### config.mk
export PLATFORM = sky130hd
export DESIGN_NAME = fp_exec_cluster
export DESIGN_NICKNAME = d
export VERILOG_FILES = /design/src/hw/fpu_pkg.sv /design/src/hw/fp_exec_cluster.sv /design/src/hw/fp_issue_ctrl.sv /design/src/hw/fp_latency_timer.sv /design/src/hw/fp_rs_entry_table.sv /design/src/hw/fpu_sgnj_minmax.sv
export VERILOG_INCLUDE_DIRS = /design/src /design/src/hw
export SDC_FILE = /design/constraint.sdc
export NUM_CORES = 1
export LEC_CHECK = 0
export BUFFER_PORTS_ARGS = -buffer_cell sky130_fd_sc_hd__buf_2
export CAP_MARGIN = 20
export CELL_PAD_IN_SITES_DETAIL_PLACEMENT = 1
export CELL_PAD_IN_SITES_GLOBAL_PLACEMENT = 1
export CORE_MARGIN = 4
export CORE_UTILIZATION = 50
export CTS_BUF_LIST = sky130_fd_sc_hd__clkbuf_4 sky130_fd_sc_hd__clkbuf_8
export CTS_CLUSTER_DIAMETER = 80
export CTS_CLUSTER_SIZE = 40
export DETAILED_ROUTE_END_ITERATION = 10
export MAX_ROUTING_LAYER = met4
export PLACE_DENSITY = 0.74
export SLEW_MARGIN = 20
export SYNTH_ARGS = -nofsm -noshare
export SYNTH_HDL_FRONTEND = slang
export SYNTH_SLANG_ARGS = --single-unit
### constraint.sdc
create_clock -name clk_i -period 8.1 [get_ports clk_i]
set_input_delay 0 -clock clk_i [delete_from_list [all_inputs] [get_ports clk_i]]
set_output_delay 0 -clock clk_i [all_outputs]
set_load 0.03 [all_outputs]
### src/hw/fpu_cfg.svh
// ======================================================================
// FP execution cluster configuration
// ======================================================================

`ifndef FPU_CFG_SVH
`define FPU_CFG_SVH

// Operand and result width
`define FP_XLEN 64

// Reservation station size and entry index width
`define FP_RS_DEPTH 4
`define FP_IDX_W 2

// Control word and exception code widths
`define FP_CTL_LEN 4
`define FP_EXCEPT_LEN 2

// Execution cycles per operation class
`define FP_LAT_SGNJ 1
`define FP_LAT_MINMAX 2

`endif

### src/hw/fpu_pkg.sv
// ======================================================================
// FP unit types and constants
// ======================================================================
`default_nettype none

`include "fpu_cfg.svh"

package fpu_pkg;

    // Operation field, ctl[2:0]
    // ctl[3] selects the format, 1 for double and 0 for single
    typedef enum logic [2:0] {
        OP_MV    = 3'd0,
        OP_SGNJ  = 3'd1,
        OP_SGNJN = 3'd2,
        OP_SGNJX = 3'd3,
        OP_MIN   = 3'd4,
        OP_MAX   = 3'd5
    } fp_op_e;

    // Operand word, read as a double or as a NaN-boxed single
    typedef union packed {
        struct packed {
            logic        sign;
            logic [10:0] exp;
            logic [51:0] mant;
        } d;
        struct packed {
            logic [31:0] box;
            logic        sign;
            logic [7:0]  exp;
            logic [22:0] mant;
        } s;
    } fp_word_u;

    // Canonical quiet NaNs
    localparam logic [`FP_XLEN-1:0] FP_CNAN_D = 64'h7ff8_0000_0000_0000;
    // Single canonical NaN, already boxed
    localparam logic [`FP_XLEN-1:0] FP_CNAN_S = 64'hffff_ffff_7fc0_0000;

    // Exception codes
    localparam logic [`FP_EXCEPT_LEN-1:0] FP_EXC_NONE    = 2'd0;
    localparam logic [`FP_EXCEPT_LEN-1:0] FP_EXC_INVALID = 2'd2;

endpackage

`default_nettype wire

### src/hw/fp_exec_cluster.sv
// ======================================================================
// FP execution cluster top
// ======================================================================
`default_nettype none
`timescale 1ns/1ps

`include "fpu_cfg.svh"

module fp_exec_cluster (
    input  wire logic                       clk_i,
    input  wire logic                       rst_n_i,
    input  wire logic                       flush_i,
    // Issue side
    input  wire logic                       in_valid_i,
    input  wire logic [`FP_CTL_LEN-1:0]     in_ctl_i,
    input  wire logic [`FP_XLEN-1:0]        in_rs1_i,
    input  wire logic [`FP_XLEN-1:0]        in_rs2_i,
    input  wire logic [`FP_IDX_W-1:0]       in_idx_i,
    output      logic                       in_ready_o,
    // Result side
    output      logic                       out_valid_o,
    output      logic [`FP_IDX_W-1:0]       out_idx_o,
    output      logic [`FP_XLEN-1:0]        out_result_o,
    output      logic                       out_except_raised_o,
    output      logic [`FP_EXCEPT_LEN-1:0]  out_except_code_o,
    input  wire logic                       out_ready_i
);

    import fpu_pkg::*;

    // Head entry of the station
    logic                   head_valid;
    logic [`FP_CTL_LEN-1:0] head_ctl;
    logic [`FP_XLEN-1:0]    head_rs1, head_rs2;
    logic [`FP_IDX_W-1:0]   head_idx;
    // Control strobes
    logic                   issue_start, result_load, exec_done, head_free;

    fp_rs_entry_table u_table (
        .clk_i, .rst_n_i, .flush_i,
        .in_valid_i, .in_ctl_i, .in_rs1_i, .in_rs2_i, .in_idx_i, .in_ready_o,
        .head_free_i (head_free),   .head_valid_o (head_valid),
        .head_ctl_o  (head_ctl),    .head_rs1_o   (head_rs1),
        .head_rs2_o  (head_rs2),    .head_idx_o   (head_idx)
    );

    fp_issue_ctrl u_ctrl (
        .clk_i, .rst_n_i, .flush_i,
        .head_valid_i  (head_valid),  .exec_done_i   (exec_done),
        .out_ready_i,                 .issue_start_o (issue_start),
        .result_load_o (result_load), .out_valid_o,
        .head_free_o   (head_free)
    );

    // Latency class taken from the head operation field
    fp_latency_timer u_timer (
        .clk_i, .rst_n_i, .flush_i,
        .start_i (issue_start), .op_i (fp_op_e'(head_ctl[2:0])), .done_o (exec_done)
    );

    fpu_sgnj_minmax u_fpu (
        .clk_i, .rst_n_i, .flush_i,
        .issue_start_i (issue_start), .result_load_i (result_load),
        .ctl_i (head_ctl), .rs1_i (head_rs1), .rs2_i (head_rs2), .idx_i (head_idx),
        .result_o (out_result_o), .idx_o (out_idx_o),
        .except_raised_o (out_except_raised_o), .except_code_o (out_except_code_o)
    );

endmodule

`default_nettype wire

### src/hw/fp_issue_ctrl.sv
// ======================================================================
// FP issue control FSM
// ======================================================================
`default_nettype none
`timescale 1ns/1ps

module fp_issue_ctrl (
    input  wire logic clk_i,
    input  wire logic rst_n_i,
    input  wire logic flush_i,
    input  wire logic head_valid_i,
    input  wire logic exec_done_i,
    input  wire logic out_ready_i,
    output      logic issue_start_o,
    output      logic result_load_o,
    output      logic out_valid_o,
    output      logic head_free_o
);

    // State encoding
    localparam logic [1:0] ST_IDLE   = 2'd0;
    localparam logic [1:0] ST_ISSUE  = 2'd1;
    localparam logic [1:0] ST_EXEC   = 2'd2;
    localparam logic [1:0] ST_RESULT = 2'd3;

    logic [1:0] state_q;
    logic [1:0] state_d;

    // Next state
    always_comb begin
        state_d = state_q;
        case (state_q)
            ST_IDLE: begin
                // Oldest entry goes out as soon as it is buffered
                if (head_valid_i) begin
                    state_d = ST_ISSUE;
                end
            end
            ST_ISSUE: begin
                state_d = ST_EXEC;
            end
            ST_EXEC: begin
                if (exec_done_i) begin
                    state_d = ST_RESULT;
                end
            end
            default: begin
                // Result held until the consumer takes it
                if (out_ready_i) begin
                    state_d = ST_IDLE;
                end
            end
        endcase
    end

    always_ff @(posedge clk_i or negedge rst_n_i) begin
        if (!rst_n_i) begin
            state_q <= ST_IDLE;
        end else if (flush_i) begin
            state_q <= ST_IDLE;
        end else begin
            state_q <= state_d;
        end
    end

    // Operand latch and timer start, one cycle in ISSUE
    assign issue_start_o = (state_q == ST_ISSUE);
    // Result register load at the end of execution
    assign result_load_o = (state_q == ST_EXEC) && exec_done_i;
    assign out_valid_o   = (state_q == ST_RESULT);
    // Head entry retired on hand-off
    assign head_free_o   = (state_q == ST_RESULT) && out_ready_i;

endmodule

`default_nettype wire

### src/hw/fp_latency_timer.sv
// ======================================================================
// FP execution latency timer
// ======================================================================
`default_nettype none
`timescale 1ns/1ps

`include "fpu_cfg.svh"

module fp_latency_timer (
    input  wire logic            clk_i,
    input  wire logic            rst_n_i,
    input  wire logic            flush_i,
    input  wire logic            start_i,
    input  wire fpu_pkg::fp_op_e op_i,
    output      logic            done_o
);

    import fpu_pkg::*;

    localparam int CNT_W = $clog2(`FP_LAT_MINMAX + 1);

    logic [CNT_W-1:0] cnt_q;
    logic [CNT_W-1:0] load_val;

    // Latency per operation class
    assign load_val = ((op_i == OP_MIN) || (op_i == OP_MAX)) ?
                      CNT_W'(`FP_LAT_MINMAX) : CNT_W'(`FP_LAT_SGNJ);

    always_ff @(posedge clk_i or negedge rst_n_i) begin
        if (!rst_n_i) begin
            cnt_q <= '0;
        end else if (flush_i) begin
            cnt_q <= '0;
        end else if (start_i) begin
            cnt_q <= load_val;
        end else if (cnt_q != '0) begin
            cnt_q <= cnt_q - CNT_W'(1);
        end
    end

    // Last execution cycle
    assign done_o = (cnt_q == CNT_W'(1));

endmodule

`default_nettype wire

### src/hw/fp_rs_entry_table.sv
// ======================================================================
// FP reservation station entry table
// ======================================================================
`default_nettype none
`timescale 1ns/1ps

`include "fpu_cfg.svh"

module fp_rs_entry_table (
    input  wire logic                      clk_i,
    input  wire logic                      rst_n_i,
    input  wire logic                      flush_i,
    // Issue side
    input  wire logic                      in_valid_i,
    input  wire logic [`FP_CTL_LEN-1:0]    in_ctl_i,
    input  wire logic [`FP_XLEN-1:0]       in_rs1_i,
    input  wire logic [`FP_XLEN-1:0]       in_rs2_i,
    input  wire logic [`FP_IDX_W-1:0]      in_idx_i,
    output      logic                      in_ready_o,
    // Head entry toward the controller and the FP unit
    input  wire logic                      head_free_i,
    output      logic                      head_valid_o,
    output      logic [`FP_CTL_LEN-1:0]    head_ctl_o,
    output      logic [`FP_XLEN-1:0]       head_rs1_o,
    output      logic [`FP_XLEN-1:0]       head_rs2_o,
    output      logic [`FP_IDX_W-1:0]      head_idx_o
);

    localparam int PTR_W = `FP_IDX_W;
    localparam int CNT_W = `FP_IDX_W + 1;

    // Entry storage
    logic [`FP_CTL_LEN-1:0] ctl_mem [`FP_RS_DEPTH];
    logic [`FP_XLEN-1:0]    rs1_mem [`FP_RS_DEPTH];
    logic [`FP_XLEN-1:0]    rs2_mem [`FP_RS_DEPTH];
    logic [`FP_IDX_W-1:0]   idx_mem [`FP_RS_DEPTH];

    // Pointers and occupancy
    logic [PTR_W-1:0] head_q;
    logic [PTR_W-1:0] tail_q;
    logic [CNT_W-1:0] count_q;

    logic full;
    logic empty;
    logic accept;
    logic release_head;

    assign full  = (count_q == CNT_W'(`FP_RS_DEPTH));
    assign empty = (count_q == '0);

    // Handshake toward the issue stage
    assign in_ready_o = !full;
    assign accept     = in_valid_i && in_ready_o;
    // Only an occupied head can be released
    assign release_head = head_free_i && !empty;

    // Head view
    assign head_valid_o = !empty;
    assign head_ctl_o   = ctl_mem[head_q];
    assign head_rs1_o   = rs1_mem[head_q];
    assign head_rs2_o   = rs2_mem[head_q];
    assign head_idx_o   = idx_mem[head_q];

    // Next slot with wrap at the last entry
    function automatic logic [PTR_W-1:0] ptr_inc(input logic [PTR_W-1:0] ptr);
        if (ptr == PTR_W'(`FP_RS_DEPTH - 1)) begin
            return '0;
        end
        return ptr + PTR_W'(1);
    endfunction

    // Entry write at the tail
    always_ff @(posedge clk_i) begin
        if (accept) begin
            ctl_mem[tail_q] <= in_ctl_i;
            rs1_mem[tail_q] <= in_rs1_i;
            rs2_mem[tail_q] <= in_rs2_i;
            idx_mem[tail_q] <= in_idx_i;
        end
    end

    // Pointer and count update
    always_ff @(posedge clk_i or negedge rst_n_i) begin
        if (!rst_n_i) begin
            head_q  <= '0;
            tail_q  <= '0;
            count_q <= '0;
        end else if (flush_i) begin
            // Drop every buffered entry
            head_q  <= '0;
            tail_q  <= '0;
            count_q <= '0;
        end else begin
            if (accept) begin
                tail_q <= ptr_inc(tail_q);
            end
            if (release_head) begin
                head_q <= ptr_inc(head_q);
            end
            case ({accept, release_head})
                2'b10:   count_q <= count_q + CNT_W'(1);
                2'b01:   count_q <= count_q - CNT_W'(1);
                default: count_q <= count_q;
            endcase
        end
    end

endmodule

`default_nettype wire

### src/hw/fpu_sgnj_minmax.sv
// ======================================================================
// FP sign injection, min/max and move unit
// ======================================================================
`default_nettype none
`timescale 1ns/1ps

`include "fpu_cfg.svh"

module fpu_sgnj_minmax (
    input  wire logic                       clk_i,
    input  wire logic                       rst_n_i,
    input  wire logic                       flush_i,
    input  wire logic                       issue_start_i,
    input  wire logic                       result_load_i,
    input  wire logic [`FP_CTL_LEN-1:0]     ctl_i,
    input  wire logic [`FP_XLEN-1:0]        rs1_i,
    input  wire logic [`FP_XLEN-1:0]        rs2_i,
    input  wire logic [`FP_IDX_W-1:0]       idx_i,
    output      logic [`FP_XLEN-1:0]        result_o,
    output      logic [`FP_IDX_W-1:0]       idx_o,
    output      logic                       except_raised_o,
    output      logic [`FP_EXCEPT_LEN-1:0]  except_code_o
);

    import fpu_pkg::*;

    // Latched operation
    fp_word_u               a_q, b_q;
    logic [`FP_CTL_LEN-1:0] ctl_q;
    logic [`FP_IDX_W-1:0]   idx_q;

    fp_word_u a_w, b_w;
    logic     is_dbl, a_nan, b_nan, a_snan, b_snan, a_lt_b, is_minmax, new_sign;
    logic [`FP_XLEN-1:0] cnan, minmax_res, result_d;
    fp_op_e   op;

    function automatic logic w_sign(input fp_word_u w, input logic dbl);
        return dbl ? w.d.sign : w.s.sign;
    endfunction

    // Exponent and mantissa as one unsigned magnitude
    function automatic logic [62:0] w_mag(input fp_word_u w, input logic dbl);
        return dbl ? {w.d.exp, w.d.mant} : {32'b0, w.s.exp, w.s.mant};
    endfunction

    function automatic logic w_nan(input fp_word_u w, input logic dbl);
        return dbl ? ((&w.d.exp) && (|w.d.mant)) : ((&w.s.exp) && (|w.s.mant));
    endfunction

    // Quiet bit clear on a NaN
    function automatic logic w_snan(input fp_word_u w, input logic dbl);
        return w_nan(w, dbl) && !(dbl ? w.d.mant[51] : w.s.mant[22]);
    endfunction

    always_ff @(posedge clk_i) begin
        if (issue_start_i) begin
            a_q <= rs1_i;
            b_q <= rs2_i;
            ctl_q <= ctl_i;
            idx_q <= idx_i;
        end
    end

    assign is_dbl = ctl_q[3];
    assign op     = fp_op_e'(ctl_q[2:0]);
    assign cnan   = is_dbl ? FP_CNAN_D : FP_CNAN_S;

    // A bad single box reads as the canonical NaN
    assign a_w = (!is_dbl && (a_q.s.box != '1)) ? FP_CNAN_S : a_q;
    assign b_w = (!is_dbl && (b_q.s.box != '1)) ? FP_CNAN_S : b_q;

    assign a_nan  = w_nan(a_w, is_dbl);
    assign b_nan  = w_nan(b_w, is_dbl);
    assign a_snan = w_snan(a_w, is_dbl);
    assign b_snan = w_snan(b_w, is_dbl);
    assign is_minmax = (op == OP_MIN) || (op == OP_MAX);

    // Sign and magnitude order with -0 below +0
    always_comb begin
        if (w_sign(a_w, is_dbl) != w_sign(b_w, is_dbl)) a_lt_b = w_sign(a_w, is_dbl);
        else if (w_sign(a_w, is_dbl))  a_lt_b = w_mag(a_w, is_dbl) > w_mag(b_w, is_dbl);
        else                           a_lt_b = w_mag(a_w, is_dbl) < w_mag(b_w, is_dbl);
    end

    // NaN operands give way to the other one
    always_comb begin
        if (a_nan && b_nan) minmax_res = cnan;
        else if (a_nan)     minmax_res = b_w;
        else if (b_nan)     minmax_res = a_w;
        else                minmax_res = ((op == OP_MIN) == a_lt_b) ? a_w : b_w;
    end

    // Sign source for the injection ops
    always_comb begin
        case (op)
            OP_SGNJN: new_sign = !w_sign(b_w, is_dbl);
            OP_SGNJX: new_sign = w_sign(a_w, is_dbl) ^ w_sign(b_w, is_dbl);
            default:  new_sign = w_sign(b_w, is_dbl);
        endcase
    end

    always_comb begin
        case (op)
            OP_SGNJ, OP_SGNJN, OP_SGNJX:
                result_d = is_dbl ? {new_sign, a_w.d.exp, a_w.d.mant}
                                  : {32'hffff_ffff, new_sign, a_w.s.exp, a_w.s.mant};
            OP_MIN, OP_MAX: result_d = minmax_res;
            default:        result_d = a_q;
        endcase
    end

    // Result register held through the output hand-off
    always_ff @(posedge clk_i) begin
        if (result_load_i) begin
            result_o <= result_d;
        end
    end

    always_ff @(posedge clk_i or negedge rst_n_i) begin
        if (!rst_n_i) begin
            except_raised_o <= 1'b0;
            except_code_o   <= FP_EXC_NONE;
        end else if (flush_i) begin
            except_raised_o <= 1'b0;
            except_code_o   <= FP_EXC_NONE;
        end else if (result_load_i) begin
            // Signaling NaN into min/max is invalid
            except_raised_o <= is_minmax && (a_snan || b_snan);
            except_code_o   <= (is_minmax && (a_snan || b_snan)) ? FP_EXC_INVALID : FP_EXC_NONE;
        end
    end

    // Index stays latched until the next issue
    assign idx_o = idx_q;

endmodule

`default_nettype wire

-- After elaboration in Yosys (flattened, before gate mapping)
Memory sizes are Yosys's and may differ from the RTL's. A register that Yosys moved wholly into a read port is not among the register bits.
Index checks and enable logic that the tools add are counted.
- shifts and indexed selects: 0
- eq/ne operators: 22
- bitwise operators: 1
- multipliers: 0
- reduce and logical (&&, ||, !) cells: 43
- muxes and demuxes: 52
- $add $sub $neg: 5
- div/mod/pow operators: 0
- order comparisons: 2
- operators by type and width (cell ; count):
    2-to-1 mux 64 bit ; 8
    case mux 64 bit (2 select lines) ; 1
    2-to-1 mux 63 bit ; 2
    OR reduction 52 bit ; 2
    inequality test 32 bit, second input constant ; 2
    greater-than comparator 63 bit ; 1
    < comparator 63 bit ; 1
    OR reduction 23 bit ; 2
    2-to-1 mux 2 bit ; 19
    AND reduction 11 bit ; 2
    2-to-1 mux 1 bit ; 18
    AND reduction 8 bit ; 2
    equality test 3 bit, second input constant ; 5
    logical AND 1 bit ; 14
    equality test 2 bit, second input constant ; 5
    nonzero test 2 bit ; 4
    equality test 2 x 1 -> 1 bit, second input constant ; 3
    equality test 3 x 2 -> 1 bit, second input constant ; 2
    logical NOT 1 bit ; 6
    case mux 2 bit (3 select lines) ; 1
    case mux 3 bit (2 select lines) ; 1
    nonzero test 3 bit ; 2
    nonzero test 5 bit ; 1
    adder 2 x 1 -> 2 bit, second input constant ; 2
    other kinds (17) ; 19
- logic and storage cells: 138
- ROM bits: 0
- register bits: 82
- bits in writable memories: 536
- memories: 4
- latch bits: 0
- input port bits: 139
- memory list (memory ; words ; bits a word ; read ports ; clocked after memory_dff ; wr ports ; RTL line ; RTL):
    u_table.rs1_mem ; 4 ; 64 ; 1 ; 1 ; 1 ; fp_rs_entry_table.sv:34 ; logic [`FP_XLEN-1:0] rs1_mem [`FP_RS_DEPTH];
    u_table.rs2_mem ; 4 ; 64 ; 1 ; 1 ; 1 ; fp_rs_entry_table.sv:35 ; logic [`FP_XLEN-1:0] rs2_mem [`FP_RS_DEPTH];
    u_table.ctl_mem ; 4 ; 4 ; 1 ; 0 ; 1 ; fp_rs_entry_table.sv:33 ; logic [`FP_CTL_LEN-1:0] ctl_mem [`FP_RS_DEPTH];
    u_table.idx_mem ; 4 ; 2 ; 1 ; 1 ; 1 ; fp_rs_entry_table.sv:36 ; logic [`FP_IDX_W-1:0] idx_mem [`FP_RS_DEPTH];

-- Longest topological paths before layout
Gate-level depths: netlist (run 1).
- word-level depth: 13
- mapped depth: 21
- gate-level depth less buffers: 17

-- Cells and area by module
A second synthesis (run 1) with hierarchy kept.
- cell total of the unflattened synthesis: 1701
- area, all modules: 30644.4 um^2
- modules (own cells, without submodules) (module ; sequential area each (um^2) ; area an instance (um^2) ; cells each ; times used):
    fp_rs_entry_table ; 16270.6 ; 19867.8 ; 766 ; 1
    fpu_sgnj_minmax ; 5970.7 ; 10455.0 ; 901 ; 1
    fp_issue_ctrl ; 50.0 ; 183.9 ; 20 ; 1
    fp_latency_timer ; 50.0 ; 137.6 ; 14 ; 1

-- Least setup slack after synthesis (run 1)
No wires, ideal clock.
- path type: flip-flop to flip-flop
- start: register u_fpu.b_q[59] (netlist bit), read port of u_table.rs2_mem
- end: register u_fpu.result_o[57], data pin
- arrival time: 4514 ps
- data required time: 7844 ps
- slack: 3329 ps
- stages on the path, launching flop included: 22
- period minus slack after synthesis: 4771 ps
- library setup time: 256 ps
- cells stage by stage: edfxtp_1 -> nand4_1 -> nor4_2 -> a21o_1 -> buf_4 -> clkbuf_1 -> buf_1 -> nand2_1 -> ha_1 -> a21o_1 -> a21o_1 -> a21o_1 -> a21oi_1 -> o21ai_0 -> a311o_1 -> a211oi_2 -> nand4_1 -> a31oi_4 -> nor2_2 -> or3_4 -> buf_6 -> o22a_1
- longest elaborated chain between the ends: 13
- elaborated cells on any way between the ends: 24
- classes of those cells: order compare: 2; eq/ne: 3; mux: 11; reduce/logical: 8
- RTL lines (item ; RTL line ; RTL):
    start: declaration ; fpu_sgnj_minmax.sv:28 ; fp_word_u a_q, b_q;
    inequality test 32 bit ; fpu_sgnj_minmax.sv:70 ; assign b_w = (!is_dbl && (b_q.s.box != '1)) ? FP_CNAN_S : b_q;
    logical AND 1 bit ; fpu_sgnj_minmax.sv:70 ;
    2-to-1 mux 64 bit * ; fpu_sgnj_minmax.sv:70 ;
    2-to-1 mux 63 bit ; fpu_sgnj_minmax.sv:43 ; return dbl ? {w.d.exp, w.d.mant} : {32'b0, w.s.exp, w.s.mant};
    < comparator 63 bit / greater-than comparator 63 bit (equally long branches) ; fpu_sgnj_minmax.sv:82, fpu_sgnj_minmax.sv:81 ;
    2-to-1 mux 1 bit ; fpu_sgnj_minmax.sv:81 ; else if (w_sign(a_w, is_dbl)) a_lt_b = w_mag(a_w, is_dbl) > w_mag(b_w, is_dbl);
    2-to-1 mux 1 bit ; fpu_sgnj_minmax.sv:80 ; if (w_sign(a_w, is_dbl) != w_sign(b_w, is_dbl)) a_lt_b = w_sign(a_w, is_dbl);
    equality test 1 bit ; fpu_sgnj_minmax.sv:90 ; else minmax_res = ((op == OP_MIN) == a_lt_b) ? a_w : b_w;
    2-to-1 mux 64 bit ; fpu_sgnj_minmax.sv:90 ;
    2-to-1 mux 64 bit ; fpu_sgnj_minmax.sv:89 ; else if (b_nan) minmax_res = a_w;
    2-to-1 mux 64 bit ; fpu_sgnj_minmax.sv:88 ; else if (a_nan) minmax_res = b_w;
    2-to-1 mux 64 bit * ; fpu_sgnj_minmax.sv:87 ; if (a_nan && b_nan) minmax_res = cnan;
    case mux 64 bit (2 select lines) * ; fpu_sgnj_minmax.sv:103 ; case (op)
    named net u_fpu.result_d[57] ; fpu_sgnj_minmax.sv:34 ; logic [`FP_XLEN-1:0] cnan, minmax_res, result_d;
    end signal: assignment ; fpu_sgnj_minmax.sv:115 ; result_o <= result_d;
    end: declaration ; fpu_sgnj_minmax.sv:19 ; output logic [`FP_XLEN-1:0] result_o,
The timed path passes the listed nets; every way through them passes the cells marked *.
A chain may end at the register's enable or synchronous reset.

-- Worst setup path in the final report (run 1)
- start: register u_fpu.a_q[38] (netlist bit), read port of u_table.rs1_mem
- end: register u_fpu.result_o[36], data pin
- longest elaborated chain between the ends: 13
- elaborated cells on any way between the ends: 25
- classes of those cells: order compare: 2; eq/ne: 3; mux: 12; reduce/logical: 8
- RTL lines (item ; RTL line ; RTL):
    start: declaration ; fpu_sgnj_minmax.sv:28 ;
    inequality test 32 bit ; fpu_sgnj_minmax.sv:69 ; assign a_w = (!is_dbl && (a_q.s.box != '1)) ? FP_CNAN_S : a_q;
    logical AND 1 bit ; fpu_sgnj_minmax.sv:69 ;
    2-to-1 mux 64 bit * ; fpu_sgnj_minmax.sv:69 ;
    2-to-1 mux 63 bit ; fpu_sgnj_minmax.sv:43 ;
    < comparator 63 bit / greater-than comparator 63 bit (equally long branches) ; fpu_sgnj_minmax.sv:82, fpu_sgnj_minmax.sv:81 ;
    2-to-1 mux 1 bit ; fpu_sgnj_minmax.sv:81 ;
    2-to-1 mux 1 bit ; fpu_sgnj_minmax.sv:80 ;
    equality test 1 bit ; fpu_sgnj_minmax.sv:90 ;
    2-to-1 mux 64 bit ; fpu_sgnj_minmax.sv:90 ;
    2-to-1 mux 64 bit ; fpu_sgnj_minmax.sv:89 ;
    2-to-1 mux 64 bit ; fpu_sgnj_minmax.sv:88 ;
    2-to-1 mux 64 bit ; fpu_sgnj_minmax.sv:87 ;
    case mux 64 bit (2 select lines) * ; fpu_sgnj_minmax.sv:103 ;
    named net u_fpu.result_d[36] ; fpu_sgnj_minmax.sv:34 ;
Marked as above.

==> results by group, run 1 <==
Power and ir drop
  – Pwr dens: 262.0 mW/mm²
  – Pleak: 11.63 nW
  – Peak supply drop: about 0.15 mV

Worst setup path
  – Most used cell, CP: a21o_1
  – CP max stage delay: 0.68 ns
  – CP top delay family: compound AO/OA/AOI/OAI gates
  – Required time worst endpoint: about 8.5 ns
  – Arrival time of the worst setup path: about 6.1 ns
  – Crit path max-delay cell type: a21o_2
  – Startpoint types: flip-flop
  – Worst Path Class, Setup: flip-flop to flip-flop
  – Top fanout value on the critical path: 39
  – Critical path buffers and inverters: 0
  – Worst path cell trace: nand4_1 > nor4_2 > a21o_2 > and2_1 > ha_1 > a21o_1 > a21o_1 > a21o_1 > a21oi_1 > o21ai_0 > a311o_1 > a211oi_2 > a211o_1 > nand4_1 > a21oi_4 > nand2b_1 > a32oi_1
  – Crit end category: flip-flop

Clocking
  – Deepest clock path buffer count: 3
  – H-tree levels: 2
  – Sink Count: between 700 and 800
  – Worst skew pair latency: slightly below 0.7 ns
  – CTS root buf: clkbuf_8
  – Worst-path clk slew: about 0.21 ns
  – Num CTS Buffers: 37
  – CTS tree: built

Cells and area
  – Total Nets Final: around 2200
  – Layout cells sized above 1: 23.35%
  – Synth-to-Final Area Change: 14.50%
  – Final core occ: about three fifths

Global route
  – Global-route wire length before repair: approximately 120 mm
  – All-layer global routing usage: approximately a quarter
  – Initial antenna violation count: 3
  – Vias in the first global route: between 15000 and 20000
  – Gr ovfl total: 0
  – Largest net degree at the start of global routing: 75

STA
  – RSZ-0062 raised after global routing: no
  – Tmin final: about 5.7 ns
  – Setup_tns: 0 ns
  – Tightest Pin Transition: 1.049 ns
  – Relative slew margins: a little under a third
  – Final Hold Fails: 0
  – Skew final: roughly 0.064 ns
  – Max Clock Freq: 0.1754 GHz
  – Setup violations, final: 0
  – Final worst path period share: slightly above 70%
  – Final Max Tran Viols: 0

Logic synthesis
  – Syn Std Cell Area: 0.03030 mm²
  – Ys flop type: edfxtp_1
  – Post-synthesis sequential area ratio: 73.74%
  – Leading area contributor after synthesis: edfxtp_1
  – Syn_nets: between 1500 and 2000
  – EDFF count, synth: 734
  – Yosys cell types: between 70 and 80
  – Post-Synthesis Cells: between 1500 and 2000
  – Top post-synthesis cells by area: edfxtp_1 73%, mux4_2 10%, ha_1 2.8%
  – Yosys warns: 0
  – Top-area cell type share of the netlist area: between 70 and 80%
  – Avg Inst Size Synth: 18.43 µm²
  – Number of synthesized register bits: 746
  – Synth async-reset ratio: around 1.6%

Status
  – Status: completed

Die
  – Die area: 0.06460 mm²
  – Starting Density: roughly half
  – DIE HEIGHT: around 250 µm
  – CORE AREA: 0.05946 mm²
  – # IOs: 210
  – Chip width: about 250 µm
  – # rows: between 80 and 90

Drt
  – WL/cell: between 20 and 30 µm
  – Final Routed Wirelength: roughly 77 mm
  – Antenna Violating Nets Remaining: 0
  – Routed via count: 16754
  – 1st-pass router iterations: 7
  – Detailed-route DRC error count: 0
  – First DRT Iteration DRCs: roughly 1700
  – Via/cell ratio: around 6

Hold path
  – Hold Path Class: primary input to flip-flop

Place
  – Port buffer count: about 210
  – Routability Congestion: roughly 0.9
  – Post-DP HPWL: about 51 mm

Job
  – Max-cap check violation count: 0
==> routing by layer <==
metal,global-route usage [%],share of wire [%],vias to the layer above,wire length [µm]
met5,-,0,-,0
met4,5.564,2.2,0,1685
met3,3.335,5.0,85,3812
met2,39.85,50,489,38430
met1,34.67,43,8817,32750
li1,-,-,7363,-
==> repair_timing <==
| action | in CTS | in global routing |
|---|---|---|
| hold buffers | 146 | 0 |
| setup buffers | 0 | 0 |
| hold endpoints to repair | 655 | 0 |
| gates resized for setup | 0 | 0 |
| endpoints found under the setup margin | 0 | 0 |
==> power by group <==
part | leakage (nW) | internal [mW] | switching (mW)
logic | 4.23 | 0.765 | 1.27
clock network | 0.475 | 0.589 | 1.32
registers | 6.92 | 4.78 | 0.369
total | 11.6 | 6.13 | 2.96
==> final cells by class <==
cell class / count / area (µm²)
fill: 5403 / 24770
sequential: 746 / 22350
multi-input combinational: 794 / 7560
timing repair buffer: 375 / 2673
tap: 773 / 967.2
clock buffer: 38 / 516.7
clock inverter: 27 / 466.7
inverter: 41 / 153.9
antenna: 2 / 5.005
==> worst paths after layout <==
check                                      start                endpoint  slack, ns  depth (start not counted)
max                                u_fpu.a_q[38]      u_fpu.result_o[36]       2.40                         17
min                                 in_rs2_i[36]  u_table.rs2_mem[2][36]       0.06                          2
max reg2reg                        u_fpu.a_q[38]      u_fpu.result_o[36]       2.40                         17
min reg2reg                u_fpu.except_raised_o   u_fpu.except_raised_o       0.60                          2
max in group asynchronous                rst_n_i       u_table.head_q[1]       7.27                          3
min in group asynchronous                rst_n_i   u_fpu.except_raised_o       0.38                          3
==> worst register-to-register path, cell delays in order, from the launching register on <==
cell and delay [ns]:
edfxtp_1 0.54, nand4_1 0.22, nor4_2 0.39, a21o_2 0.68, and2_1 0.27, ha_1 0.24
a21o_1 0.16, a21o_1 0.18, a21o_1 0.17, a21oi_1 0.15, o21ai_0 0.10, a311o_1 0.34
a211oi_2 0.30, a211o_1 0.26, nand4_1 0.23, a21oi_4 0.34, nand2b_1 0.59, a32oi_1 0.22
==> metrics by stage <==
stage	instances	hold slack (ns)	worst slack [ns]	power (mW)	cell area [µm²]
CTS	2794	0.0005904	2.424	9.138	34690
detailed placement	2583	-0.08870	2.504	7.190	32240
global placement	2583	-0.1022	2.653	7.090	32240
finish	2796	0.06283	2.400	9.087	34690
floorplan	1644	-0.2956	3.329	6.458	30300
global route	2796	0.01677	1.925	9.535	34690
==> cell families (layout without fill, tap and decap cells) <==
| kind of cell | Yosys count | in the layout | synth area share, % |
|---|---|---|---|
| and+or+nand+nor | 368 | 368 | 6.281 |
| DFF | 746 | 746 | 73.74 |
| buffers and inverters | 104 | 481 | 1.437 |
| xor gates and xnor gates | 7 | 7 | 0.2024 |
| adders and majority gates | 70 | 70 | 2.916 |
| other | 1 | 3 | 0.01238 |
| AOI/OAI and AO/OA | 210 | 210 | 5.311 |
| muxes | 138 | 138 | 10.10 |
==> placed cells by master (no fill, tap or decap), types with 25 or more instances in the layout <==
cell type	count
ha_1	68
edfxtp_1	734
buf_2	208
and2_1	44
inv_1	41
dlygate4sd3_1	146
mux4_2	134
a21oi_1	39
nor4_1	32
clkbuf_8	37
o21ai_0	25
nand2_1	107
nand4_1	44
nor2_1	60
==> sequential cells by signal, summed over array words and instances (netlist names) <==
| signal | cells |
|---|---|
| u_timer.cnt_q | 2 |
| u_fpu.a_q | 64 |
| u_table.rs1_mem | 256 |
| u_fpu.b_q | 64 |
| u_ctrl.state_q | 2 |
| u_table.tail_q | 2 |
| u_fpu.idx_o | 2 |
| u_table.ctl_mem | 16 |
| u_fpu.ctl_q | 4 |
| u_table.head_q | 2 |
| u_fpu.result_o | 64 |
| u_table.count_q | 3 |
| u_fpu.except_raised_o | 1 |
| u_table.idx_mem | 8 |
| u_table.rs2_mem | 256 |
==> synthesized netlist by cell type (11+ instances only) <==
| library cell | number |
|---|---|
| edfxtp_1 | 734 |
| clkbuf_1 | 28 |
| nand2_1 | 107 |
| o22a_1 | 11 |
| inv_1 | 41 |
| buf_1 | 21 |
| nor2_1 | 60 |
| a21o_1 | 20 |
| a32oi_1 | 11 |
| nor4_1 | 32 |
| mux4_2 | 134 |
| and2_1 | 45 |
| a22o_1 | 21 |
| ha_1 | 69 |
| nor3_1 | 12 |
| dfrtp_1 | 12 |
| o21ai_0 | 25 |
| nand4_1 | 44 |
| a21oi_1 | 40 |
| nand3_1 | 15 |
| nand2b_1 | 12 |
(Power assumes the default switching activity.)
==> run 2: changes to the inputs <==
- clock period: 8.1 -> 5.27 ns (I/O delays scaled with it)
==> run 2 against run 1 <==
Global-route usage about the same. Clock power increased by 48%. Highest routed layer unchanged. Die area unchanged. Non-clock buffer count increased by 39. Power increased by 55%. Combinational power increased by 66%. Largest cell class unchanged. Register-to-register slack got worse by 2.2 ns. Count of clock-buffer cells in the layout decreased by 3. Critical path type unchanged. Worst setup slack got worse by 2.2 ns. Wire length increased by 0.30%. Utilization increased by 0.68 points.
==> results by group, run 2 (synthesis gave the netlist of run 1 again) <==
Drt
  – Final Routed Wirelength: 76.90 mm (was 76.67 mm)
  – 1st-pass router iterations: 5 (was 7)
  – Via/cell ratio: 6.005 (was 5.992)
  – First DRT Iteration DRCs: 1540 (was 1661)
  – Detailed-route DRC error count: 0 (unchanged)
  – Antenna Violating Nets Remaining: 0 (unchanged)
  – WL/cell: 27.13 µm (was 27.42 µm)
  – Routed via count: 17024 (was 16754)

Power and ir drop
  – Pwr dens: 401.0 mW/mm² (was 262.0 mW/mm²)
  – Sequential power share: 56.0% (was 56.6%)
  – Internal Power: 9.500 mW (was 6.132 mW)
  – Net switching power figure: 4.572 mW (was 2.955 mW)
  – Peak supply drop: 0.3704 mV (was 0.1459 mV)
  – Pleak: 11.83 nW (was 11.63 nW)
  – Sw Share: 32.49% (was 32.52%)
  – Logic gate share of total power: 23.9% (was 22.4%)
  – Clock power share: 20.0% (was 21.0%)

Worst setup path
  – CP max stage delay: 0.51 ns (was 0.68 ns)
  – Startpoint types: flip-flop (unchanged)
  – RR Endpoint: u_fpu.result_o[47] (was u_fpu.result_o[36])
  – Worst r2r src: u_fpu.b_q[55] (was u_fpu.a_q[38])
  – Required time worst endpoint: 5.66 ns (was 8.45 ns)
  – Top fanout value on the critical path: 11 (was 39)
  – Crit end category: flip-flop (unchanged)
  – Worst Path Class, Setup: flip-flop to flip-flop (unchanged)
  – Arrival time of the worst setup path: 5.44 ns (was 6.05 ns)
  – R2r setup slk: 0.23 ns (was 2.40 ns)
  – Worst path cell trace: nand4_1 > nor4_4 > a21o_1 > buf_4 > nand2_1 > ha_1 > a21o_1 > a21o_1 > a21oi_1 > o21ai_0 > a311o_1 > a211oi_2 > a211o_1 > nand4_1 > a21oi_4 > nand2b_1 > buf_4 > a32oi_1 (was nand4_1 > nor4_2 > a21o_2 > and2_1 > ha_1 > a21o_1 > a21o_1 > a21o_1 > a21oi_1 > o21ai_0 > a311o_1 > a211oi_2 > a211o_1 > nand4_1 > a21oi_4 > nand2b_1 > a32oi_1)
  – Crit path max-delay cell type: edfxtp_1 (was a21o_2)
  – Most used cell, CP: a21o_1 (unchanged)
  – R2R depth: 18 (was 17)
  – Critical path buffers and inverters: 2 (was 0)
  – CP top delay family: compound AO/OA/AOI/OAI gates (unchanged)

STA
  – Skew final: 0.06791 ns (was 0.06413 ns)
  – Tightest Pin Transition: 1.058 ns (was 1.049 ns)
  – Tmin final: 5.045 ns (was 5.700 ns)
  – Final worst path period share: 95.73% (was 70.37%)
  – Max Clock Freq: 0.1982 GHz (was 0.1754 GHz)
  – Final Hold Fails: 0 (unchanged)
  – WHS: 0.04746 ns (was 0.06283 ns)
  – Setup violations, final: 0 (unchanged)
  – Relative slew margins: 29.48% (was 30.06%)
  – Setup_tns: 0 ns (unchanged)
  – Final Max Tran Viols: 0 (unchanged)

Cells and area
  – Total Nets Final: 2241 (was 2204)
  – Area of the multi-input gates: 0.007600 mm² (was 0.007560 mm²)
  – Fill cells: 5408 (was 5403)
  – Most frequent cells in the layout: 734 x edfxtp_1, 208 x buf_2, 150 x dlygate4sd3_1 (was 734 x edfxtp_1, 208 x buf_2, 146 x dlygate4sd3_1)
  – Layout cells sized above 1: 24.72% (was 23.35%)
  – Synth-to-Final Area Change: 15.83% (was 14.50%)
  – Biggest regs: u_table.rs1_mem: 256 flops, u_table.rs2_mem: 256 flops (unchanged)
  – Most common cell after layout, fill and taps aside: edfxtp_1 (unchanged)
  – Register area: 0.02235 mm² (unchanged)

Global route
  – Initial antenna violation count: 2 (was 3)
  – Vias in the first global route: 17995 (was 17993)
  – All-layer global routing usage: 24.79% (about the same)
  – Gr ovfl total: 0 (unchanged)
  – Global-route wire length before repair: 116.1 mm (was 115.9 mm)
  – Largest net degree at the start of global routing: 135 (was 75)

Clocking
  – CTS root buf: clkbuf_8 (unchanged)
  – Num CTS Buffers: 35 (was 37)
  – Deepest clock path buffer count: 3 (unchanged)
  – H-tree levels: 2 (unchanged)
  – Worst skew pair latency: 0.69 ns (about the same)
  – Worst-path clk slew: 0.18 ns (was 0.21 ns)
  – Sink Count: 746 (unchanged)
  – CTS tree: built (unchanged)

Place
  – Routability Congestion: 0.8748 (was 0.9079)
  – Post-DP HPWL: 51.02 mm (was 50.89 mm)
  – Port buffer count: 208 (unchanged)

Hold path
  – Hold Path Class: primary input to flip-flop (unchanged)
  – Worst hold path cell count: 2 (unchanged)
  – Hold endpoint: u_table.rs1_mem[2][20] (was u_table.rs2_mem[2][36])
  – Hold_sp: in_rs1_i[20] (was in_rs2_i[36])

Die
  – CORE AREA: 0.05946 mm² (unchanged)
  – # rows: 89 (unchanged)
  – Die area: 0.06460 mm² (unchanged)
  – Starting Density: 50.95% (unchanged)
  – DIE HEIGHT: 254.2 µm (unchanged)
  – # IOs: 210 (unchanged)
  – Chip width: 254.2 µm (unchanged)

Status
  – Status: completed (unchanged)

Job
  – Max-cap check violation count: 0 (unchanged)
==> run 2: cell count changes in the layout (fill, tap and decap cells not counted), moves of 2 or more <==
cell | previous run | this run
inv_12 | 6 | 4
nor3_2 | 0 | 2
clkinv_8 | 2 | 6
dlygate4sd3_1 | 146 | 150
clkbuf_8 | 37 | 35
buf_4 | 20 | 46
clkinv_16 | 5 | 3
nor3_1 | 12 | 10
buf_12 | 1 | 10
clkinvlp_4 | 1 | 3
==> run 2: final cells by class <==
type	instances	area share, %
Clock inverter	29	1.273
Multi-Input combinational cell	794	21.66
Tap cell	773	2.756
Sequential cell	746	63.68
Inverter	41	0.4385
Antenna cell	3	0.02139
Clock buffer	35	1.373
Timing Repair Buffer	414	8.799
==> run 2: how the worst max path moves through the flow <==
stage	slack [ns]	depth (start not counted)	start	end
3_3_place_gp	-0.11	17	u_fpu.a_q[62]	u_fpu.result_o[63]
3_5_place_dp	-0.07	17	u_fpu.a_q[62]	u_fpu.result_o[63]
5_1_grt	-0.03	17	u_fpu.a_q[43]	u_fpu.result_o[37]
6_report	0.23	18	u_fpu.b_q[55]	u_fpu.result_o[47]
4_1_cts	0.06	17	u_fpu.a_q[62]	u_fpu.result_o[24]
2_1_floorplan	0.50	21	u_fpu.b_q[59]	u_fpu.result_o[57]
==> run 2: per-layer routing <==
metal  vias up  GRT usage, %  routed length [µm]
met2       515         40.41               38900
met5         -             -                   0
li1       7454             -                   -
met4         0         4.373                1309
met1      8976         34.38               32720
met3        79         3.794                3978
==> run 2: what timing repair did <==
item                                   CTS  global route
gates resized for setup                  1             6
gates cloned                             0             0
hold buffers                           149             1
setup buffers                            0             4
endpoints found under the hold margin  574             4
pin swaps                                0             3
setup endpoints to repair                1            64
==> run 2: power by group through the flow <==
stage               combinational, mW  sequential, mW  clock [mW]
finish                           3.37            7.89        2.82
floorplan                        2.05            7.87           0
global route                     3.70            7.93        3.14
detailed placement               3.21            8.00           0
CTS                              3.33            7.88        2.89
global placement                 3.08            7.97           0
==> run 2: per-stage QoR <==
step	std cells	power [mW]	area [µm²]	setup slack, ns	utilization, %
floorplan	1644	9.927	30300	0.4993	-
global placement	2614	11.05	32570	-0.1080	54.78
detailed placement	2614	11.22	32570	-0.06834	54.78
CTS	2827	14.09	34990	0.05699	58.85
global route	2834	14.76	35090	-0.03097	59.01
finish	2835	14.07	35090	0.2251	59.02
